`src/rtl/perf_pkg.sv`:
```
package perf_pkg;

	// One pipeline sample per cycle
	typedef struct packed {
		logic if_stall;
		logic flush;
		logic jb_sel;
	} pipe_status_t;

	// One memory-system sample per cycle
	typedef struct packed {
		// L1 instruction cache
		logic l1i_miss;
		logic read_a;
		// L1 data cache
		logic l1d_miss;
		logic read_b;
		logic write_b;
		// Shared L2
		logic l2_miss;
		logic read_l2;
		logic write_l2;
		logic resp_l2;
		// I/D arbiter requests
		logic read_i;
		logic read_d;
		logic write_d;
	} cache_status_t;

	// Qualified single-cycle event flags
	typedef struct packed {
		logic br_miss;
		logic br_total;
		logic l1i_miss;
		logic l1i_total;
		logic l1d_miss;
		logic l1d_total;
		logic l2_miss;
		logic l2_total;
		logic id_conflict;
	} perf_event_t;

	// Register index of each counter
	typedef enum logic [3:0] {
		BR_MISS     = 4'd0,
		BR_TOTAL    = 4'd1,
		L1I_MISS    = 4'd2,
		L1I_TOTAL   = 4'd3,
		L1D_MISS    = 4'd4,
		L1D_TOTAL   = 4'd5,
		L2_MISS     = 4'd6,
		L2_TOTAL    = 4'd7,
		ID_CONFLICT = 4'd8
	} counter_idx_e;

	localparam int unsigned NUM_COUNTERS = 9;

	// How far a miss count may lead its total before a restart
	localparam int unsigned L1_MISS_LEAD = 0;
	// L2 total only moves on the response, so the miss side runs one ahead
	localparam int unsigned L2_MISS_LEAD = 1;

endpackage

```
`src/rtl/mmio_pkg.sv`:
```
package mmio_pkg;

	// Register port widths
	localparam int unsigned DATA_WIDTH = 32;
	localparam int unsigned ADDR_WIDTH = 4;

	// Read request strobe with word address
	typedef struct packed {
		logic                  valid;
		logic [ADDR_WIDTH-1:0] addr;
	} rd_req_t;

	// Read response pulse with data
	typedef struct packed {
		logic                  valid;
		logic [DATA_WIDTH-1:0] data;
	} rd_rsp_t;

endpackage

```
`src/rtl/perf_event_capture.sv`:
```
`timescale 1ns/1ps

module perf_event_capture (
	input  logic                    clk,
	input  logic                    reset,
	input  perf_pkg::pipe_status_t  pipe,
	input  perf_pkg::cache_status_t cache,
	output perf_pkg::perf_event_t   events
);

	// Flush level from the previous cycle
	logic flush_q;
	// Qualified events before the register
	perf_pkg::perf_event_t events_d;
	logic fetch_ok;
	logic l2_req;
	logic d_req;

	// Accesses only count when the front end is not stalled
	assign fetch_ok = !pipe.if_stall;
	assign l2_req   = cache.read_l2 | cache.write_l2;
	assign d_req    = cache.read_d | cache.write_d;

	always_comb
	begin
		// A held flush is one misprediction, so only the rising edge counts
		events_d.br_miss     = pipe.flush & ~flush_q;
		events_d.br_total    = pipe.jb_sel & fetch_ok;

		// L1 instruction side
		events_d.l1i_miss    = cache.l1i_miss;
		events_d.l1i_total   = cache.read_a & fetch_ok;

		// L1 data side
		events_d.l1d_miss    = cache.l1d_miss;
		events_d.l1d_total   = (cache.read_b | cache.write_b) & fetch_ok;

		// L2 access counts once the response arrives
		events_d.l2_miss     = cache.l2_miss;
		events_d.l2_total    = l2_req & cache.resp_l2;

		// Both L1s asking the arbiter in the same cycle
		events_d.id_conflict = cache.read_i & d_req;
	end

	// Edge history
	always_ff @(posedge clk)
	begin
		if (reset)
		begin
			flush_q <= 1'b0;
		end
		else
		begin
			flush_q <= pipe.flush;
		end
	end

	// One clean event vector per cycle for the bank
	always_ff @(posedge clk)
	begin
		if (reset)
		begin
			events <= '0;
		end
		else
		begin
			events <= events_d;
		end
	end

endmodule

```
`src/rtl/perf_counter_bank.sv`:
```
`timescale 1ns/1ps

module perf_counter_bank #(
	parameter int unsigned COUNTER_WIDTH = 32
) (
	input  logic                                                 clk,
	input  logic                                                 reset,
	input  perf_pkg::perf_event_t                                events,
	output logic [perf_pkg::NUM_COUNTERS-1:0][COUNTER_WIDTH-1:0] counts
);

	typedef logic [COUNTER_WIDTH-1:0] count_t;

	// Values to load on the next edge
	logic [perf_pkg::NUM_COUNTERS-1:0][COUNTER_WIDTH-1:0] counts_nxt;

	// Totals and conflicts simply wrap
	function automatic count_t bump(input count_t cnt, input logic ev);
		if (ev)
			return cnt + 1'b1;
		return cnt;
	endfunction

	// Miss counter step
	// Compare one bit wider so total plus lead cannot wrap
	function automatic count_t miss_next(
		input count_t      miss,
		input count_t      total,
		input int unsigned lead,
		input logic        ev
	);
		logic [COUNTER_WIDTH:0] limit;
		limit = {1'b0, total} + (COUNTER_WIDTH+1)'(lead);
		if (!ev)
			return miss;
		// Miss count got ahead of its total, start over
		if ({1'b0, miss} > limit)
			return count_t'(1);
		return miss + 1'b1;
	endfunction

	always_comb
	begin
		// Branch pair, no lead like the L1 pairs
		counts_nxt[perf_pkg::BR_MISS] = miss_next(
			counts[perf_pkg::BR_MISS],
			counts[perf_pkg::BR_TOTAL],
			perf_pkg::L1_MISS_LEAD,
			events.br_miss
		);
		counts_nxt[perf_pkg::BR_TOTAL] = bump(
			counts[perf_pkg::BR_TOTAL],
			events.br_total
		);

		// L1 instruction pair
		counts_nxt[perf_pkg::L1I_MISS] = miss_next(
			counts[perf_pkg::L1I_MISS],
			counts[perf_pkg::L1I_TOTAL],
			perf_pkg::L1_MISS_LEAD,
			events.l1i_miss
		);
		counts_nxt[perf_pkg::L1I_TOTAL] = bump(
			counts[perf_pkg::L1I_TOTAL],
			events.l1i_total
		);

		// L1 data pair
		counts_nxt[perf_pkg::L1D_MISS] = miss_next(
			counts[perf_pkg::L1D_MISS],
			counts[perf_pkg::L1D_TOTAL],
			perf_pkg::L1_MISS_LEAD,
			events.l1d_miss
		);
		counts_nxt[perf_pkg::L1D_TOTAL] = bump(
			counts[perf_pkg::L1D_TOTAL],
			events.l1d_total
		);

		// L2 pair, miss may lead by one
		counts_nxt[perf_pkg::L2_MISS] = miss_next(
			counts[perf_pkg::L2_MISS],
			counts[perf_pkg::L2_TOTAL],
			perf_pkg::L2_MISS_LEAD,
			events.l2_miss
		);
		counts_nxt[perf_pkg::L2_TOTAL] = bump(
			counts[perf_pkg::L2_TOTAL],
			events.l2_total
		);

		// Arbiter conflicts have no pair
		counts_nxt[perf_pkg::ID_CONFLICT] = bump(
			counts[perf_pkg::ID_CONFLICT],
			events.id_conflict
		);
	end

	// All nine counters move on the same edge
	always_ff @(posedge clk)
	begin
		if (reset)
		begin
			counts <= '0;
		end
		else
		begin
			counts <= counts_nxt;
		end
	end

endmodule

```
`src/rtl/perf_readout.sv`:
```
`timescale 1ns/1ps

module perf_readout #(
	parameter int unsigned COUNTER_WIDTH = 32
) (
	input  logic                                                 clk,
	input  logic                                                 reset,
	input  logic [perf_pkg::NUM_COUNTERS-1:0][COUNTER_WIDTH-1:0] counts,
	input  mmio_pkg::rd_req_t                                    rd_req,
	output mmio_pkg::rd_rsp_t                                    rd_rsp
);

	localparam int unsigned NUM_REGS = perf_pkg::NUM_COUNTERS;

	// Selected word before the response register
	logic [mmio_pkg::DATA_WIDTH-1:0] sel_data;
	logic                            addr_hit;
	// Response register
	logic                            rsp_valid;
	logic [mmio_pkg::DATA_WIDTH-1:0] rsp_data;

	// Only the first nine word addresses are mapped
	assign addr_hit = 32'(rd_req.addr) < NUM_REGS;

	always_comb
	begin
		sel_data = '0;
		if (addr_hit)
		begin
			// Upper bits stay zero for narrow counters
			sel_data[COUNTER_WIDTH-1:0] = counts[rd_req.addr];
		end
	end

	// One response pulse per request
	always_ff @(posedge clk)
	begin
		if (reset)
		begin
			rsp_valid <= 1'b0;
		end
		else
		begin
			rsp_valid <= rd_req.valid;
		end
	end

	// Data only follows an accepted request
	always_ff @(posedge clk)
	begin
		if (rd_req.valid)
		begin
			rsp_data <= sel_data;
		end
	end

	assign rd_rsp.valid = rsp_valid;
	assign rd_rsp.data  = rsp_data;

endmodule

```
`src/rtl/perf_monitor_top.sv`:
```
`timescale 1ns/1ps

module perf_monitor_top #(
	parameter int unsigned COUNTER_WIDTH = 32
) (
	input  logic                    clk,
	input  logic                    reset,
	input  perf_pkg::pipe_status_t  pipe,
	input  perf_pkg::cache_status_t cache,
	input  mmio_pkg::rd_req_t       rd_req,
	output mmio_pkg::rd_rsp_t       rd_rsp
);

	// Registered event flags, one cycle after the samples
	perf_pkg::perf_event_t events;

	// Live counter values for the read port
	logic [perf_pkg::NUM_COUNTERS-1:0][COUNTER_WIDTH-1:0] counts;

	// Input side, strobes to events
	perf_event_capture u_capture (
		.clk    (clk),
		.reset  (reset),
		.pipe   (pipe),
		.cache  (cache),
		.events (events)
	);

	// Event counters
	perf_counter_bank #(
		.COUNTER_WIDTH (COUNTER_WIDTH)
	) u_bank (
		.clk    (clk),
		.reset  (reset),
		.events (events),
		.counts (counts)
	);

	// Register read port
	perf_readout #(
		.COUNTER_WIDTH (COUNTER_WIDTH)
	) u_readout (
		.clk    (clk),
		.reset  (reset),
		.counts (counts),
		.rd_req (rd_req),
		.rd_rsp (rd_rsp)
	);

endmodule

```
`config.mk`:
```
export PLATFORM = sky130hd
export DESIGN_NAME = perf_monitor_top
export DESIGN_NICKNAME = d
export VERILOG_FILES = /design/src/rtl/perf_pkg.sv /design/src/rtl/mmio_pkg.sv /design/src/rtl/perf_event_capture.sv /design/src/rtl/perf_counter_bank.sv /design/src/rtl/perf_readout.sv /design/src/rtl/perf_monitor_top.sv
export SDC_FILE = /design/constraint.sdc
export NUM_CORES = 1
export LEC_CHECK = 0
export BUFFER_PORTS_ARGS = -buffer_cell sky130_fd_sc_hd__clkbuf_2
export CAP_MARGIN = 25
export CORE_ASPECT_RATIO = 0.5
export CORE_MARGIN = 4
export CORE_UTILIZATION = 55
export CTS_BUF_LIST = sky130_fd_sc_hd__clkbuf_8 sky130_fd_sc_hd__clkbuf_16
export DETAILED_ROUTE_END_ITERATION = 12
export PLACE_DENSITY = 0.76
export SLEW_MARGIN = 0
export SYNTH_ARGS = -nofsm -noshare
export SYNTH_HDL_FRONTEND = slang
export SYNTH_SLANG_ARGS = --single-unit
```
`constraint.sdc`:
```
create_clock -name clk -period 4.5 [get_ports clk]
set_input_delay 0.45 -clock clk [delete_from_list [all_inputs] [get_ports clk]]
set_output_delay 0.45 -clock clk [all_outputs]
set_load 0.01 [all_outputs]
```
==> impl_metrics.toml <==
[clock_tree]
post_cts_buffers = 0
tritoncts = "built"
cts_hold_buf = 0
cts_buffers = 31
insertion_delay_ns = 0.58
cts_max_level = 1
clkSinkCount = 331
cts_root_buffer = "clkbuf_16"
clk_pin_slew_ns = 0.07
clock_path_buffers = 3
cts_resized = 0

[hold_path]
holdCritStartpoint = "pipe[2]"
hold_class = "input port to flip-flop"
holdPathStages = 2
holdPathEnd = "u_capture.events[7]"

[global_routing]
antenna_found_initial = 0
grt_max_degree = 91
grt_pass1_vias = 14400
global_route.overflow_total = 0
grt_use_total = 0.242
grt_pass1_wl_mm = 75.0

[final_layout]
nFillCells = 2820
final_nets = 2321
multi_input_area_um2 = 11400
drive_gt1_frac = 0.0901
syn2layout_area_growth_pct = 9.06
antennaDiodeCount = 0
ff_latch_area_um2 = 6950

[yosys]
syn_area_per_cell_um2 = 8.93
syn-num-nets = 2300
yosys.area.top_type = "dfxtp_1"
async_reset_ff_frac = 0
synth_top_area_share = 0.313
synth_seq_cells = 331
ys.flop_type = "dfxtp_1"
ys_seq_area_frac = 0.363
synthesis.area_um2 = 19100
yosysUniqueCellTypes = 55
yosys-top-cells-area = "dfxtp_1 31%, ha_1 9.0%, xnor2_1 7.7%, mux4_2 7.5%, nor2_1 6.4%"
ys_warn_count = 0
synth_edf_count = 32
synthCells = 2141

[detailed_routing]
met2_length_mm = 19.9
ant_nets = 0
drt_iter0_drc = 1448
routed.top_layer = "met4"
first_pass_iters = 5
wl_met1_mm = 21.8
routed_via_density = 5.78
totalWireLength_mm = 46.3
remaining_drc_errors = 0
routedWlPerCell_um = 17.5
vias = 15300
met3WireLength_mm = 3.55

[floorplanning]
die_h_um = 140
die_area_um2 = 38000
coreArea_um2 = 33600
start_util = 0.568
pin_count = 55
die_x_um = 272
num_rows = 47

[timing]
holdWs_ns = 0.0747
slew_headroom = 0.303
fmax_mhz = 247
period_share = 0.898
setup_viol = 0
tightest_slew_ns = 1.05
finalCriticalPeriod_ns = 4.04
drv_slew = 0
rsz0062_at_grt = "false"
final.setup_skew_ns = 0.00971
hold_viol_final = 0
setup_tns_ns = 0

[setup_path]
rr_startpoint = "u_bank.counts[224]"
setup.worst_path.start_class = "flip-flop"
reg2regPathDepth = 16
rr_endpoint = "u_bank.counts[196]"
cp.required_ns = 5.01
crit_fanout = 31
critPathArrivalTime_ns = 4.55
crit_path_end_kind = "flip-flop"
path_class = "flip-flop to flip-flop"
r2r_slack_ns = 0.46

[placement]
hpwl_mm = 34.2
numPortBuffers = 54
gp_congestion = 0.925

[outcome]
status = "complete, no violations"

[power]
p_total_mw = 6.01
p_leak_nw = 7.71
p_per_area_nw_per_um2 = 288
worst_ir_drop_vdd_mv = 0.338

[job]
drv_cap = 0
[cell type report]
| cell class | instances | area share |
|---|---|---|
| clock buffers | 37 | 0.0417 |
| multi-input cells | 1605 | 0.547 |
| flip-flops and latches | 331 | 0.333 |
| repair buffers | 71 | 0.0199 |
| well taps | 465 | 0.0279 |
| inverters | 122 | 0.0220 |
| clock inverters | 20 | 0.00828 |
[kinds of logic after synthesis]
group,synth area share
and+or+nand+nor,0.225
xor gates and xnor gates,0.130
muxes,0.0953
AOI/OAI and AO/OA,0.0550
buffers and inverters,0.0416
adders and majority gates,0.0897
DFF,0.363
[cells in the final DEF, fill, tap and decap left out, types with 69 or more instances in the layout]
| master | count |
|---|---|
| nand2_1 | 180 |
| xnor2_1 | 169 |
| xor2_1 | 115 |
| nor2_1 | 324 |
| nand3_1 | 117 |
| ha_1 | 137 |
| nand4_1 | 89 |
| dfxtp_1 | 299 |
| inv_1 | 127 |
| a21oi_1 | 69 |
[cell usage after synthesis, types with 36 or more instances]
master    count
mux4_2       64
xor2_1      115
nand4_1      89
o21ai_0      59
clkbuf_1     61
nand2_1     180
ha_1        137
xnor2_1     169
nor3_1       36
inv_1       120
and3_1       47
dfxtp_1     299
a21oi_1      69
nor2_1      324
mux2i_1      38
nand3_1     117
[worst max-delay path, cell delays in order (launching register included)]
cell,delay (ns)
dfxtp_1,0.46
ha_1,0.29
nand2_1,0.09
nor3_1,0.33
and4_1,0.29
and3_1,0.25
nand3_1,0.11
xor2_1,0.18
ha_1,0.32
a21oi_1,0.14
o21ai_0,0.13
a221o_1,0.36
nor4b_1,0.30
buf_4,0.18
o31ai_4,0.06
buf_4,0.27
nor3_1,0.19
[flip-flops by register name, summed over array words and instances, names as in the netlist]
register	flops
u_bank.counts	288
u_readout.rsp_data	32
u_capture.events	9
u_capture.flush_q	1
u_readout.rsp_valid	1
[layer usage]
metal | track usage | vias up
li1 | - | 7490
met1 | 0.358 | 7289
met2 | 0.374 | 456
met3 | 0.0387 | 75
met4 | 0.0536 | 0
met5 | 0 | -
[worst max-delay path by stage]
stage                            start                  to  slack [ns]  cells past startpoint
floorplan           u_bank.counts[224]  u_bank.counts[213]        0.88                     16
global placement    u_bank.counts[224]  u_bank.counts[196]        0.54                     16
detailed placement  u_bank.counts[224]  u_bank.counts[196]        0.48                     16
CTS                 u_bank.counts[224]  u_bank.counts[196]        0.44                     16
global route        u_bank.counts[224]  u_bank.counts[201]        0.14                     16
finish              u_bank.counts[224]  u_bank.counts[196]        0.46                     16
[through the flow]
step | worst slack (ns) | util | std cells | area [um^2]
after floorplan | 0.879 | - | 2141 | 19100
after global routing | 0.144 | 0.620 | 2651 | 20900
final | 0.457 | 0.620 | 2651 | 20900
after CTS | 0.443 | 0.620 | 2651 | 20900
after global placement | 0.539 | 0.588 | 2593 | 19800
after detailed placement | 0.478 | 0.589 | 2594 | 19800
[where the power goes]
group          switching [mW]  internal [mW]  total [mW]
sequential             0.0288           3.00        3.03
clock                    1.17           1.54        2.71
combinational           0.174         0.0960       0.270
Power figures use the tool's default switching activity.
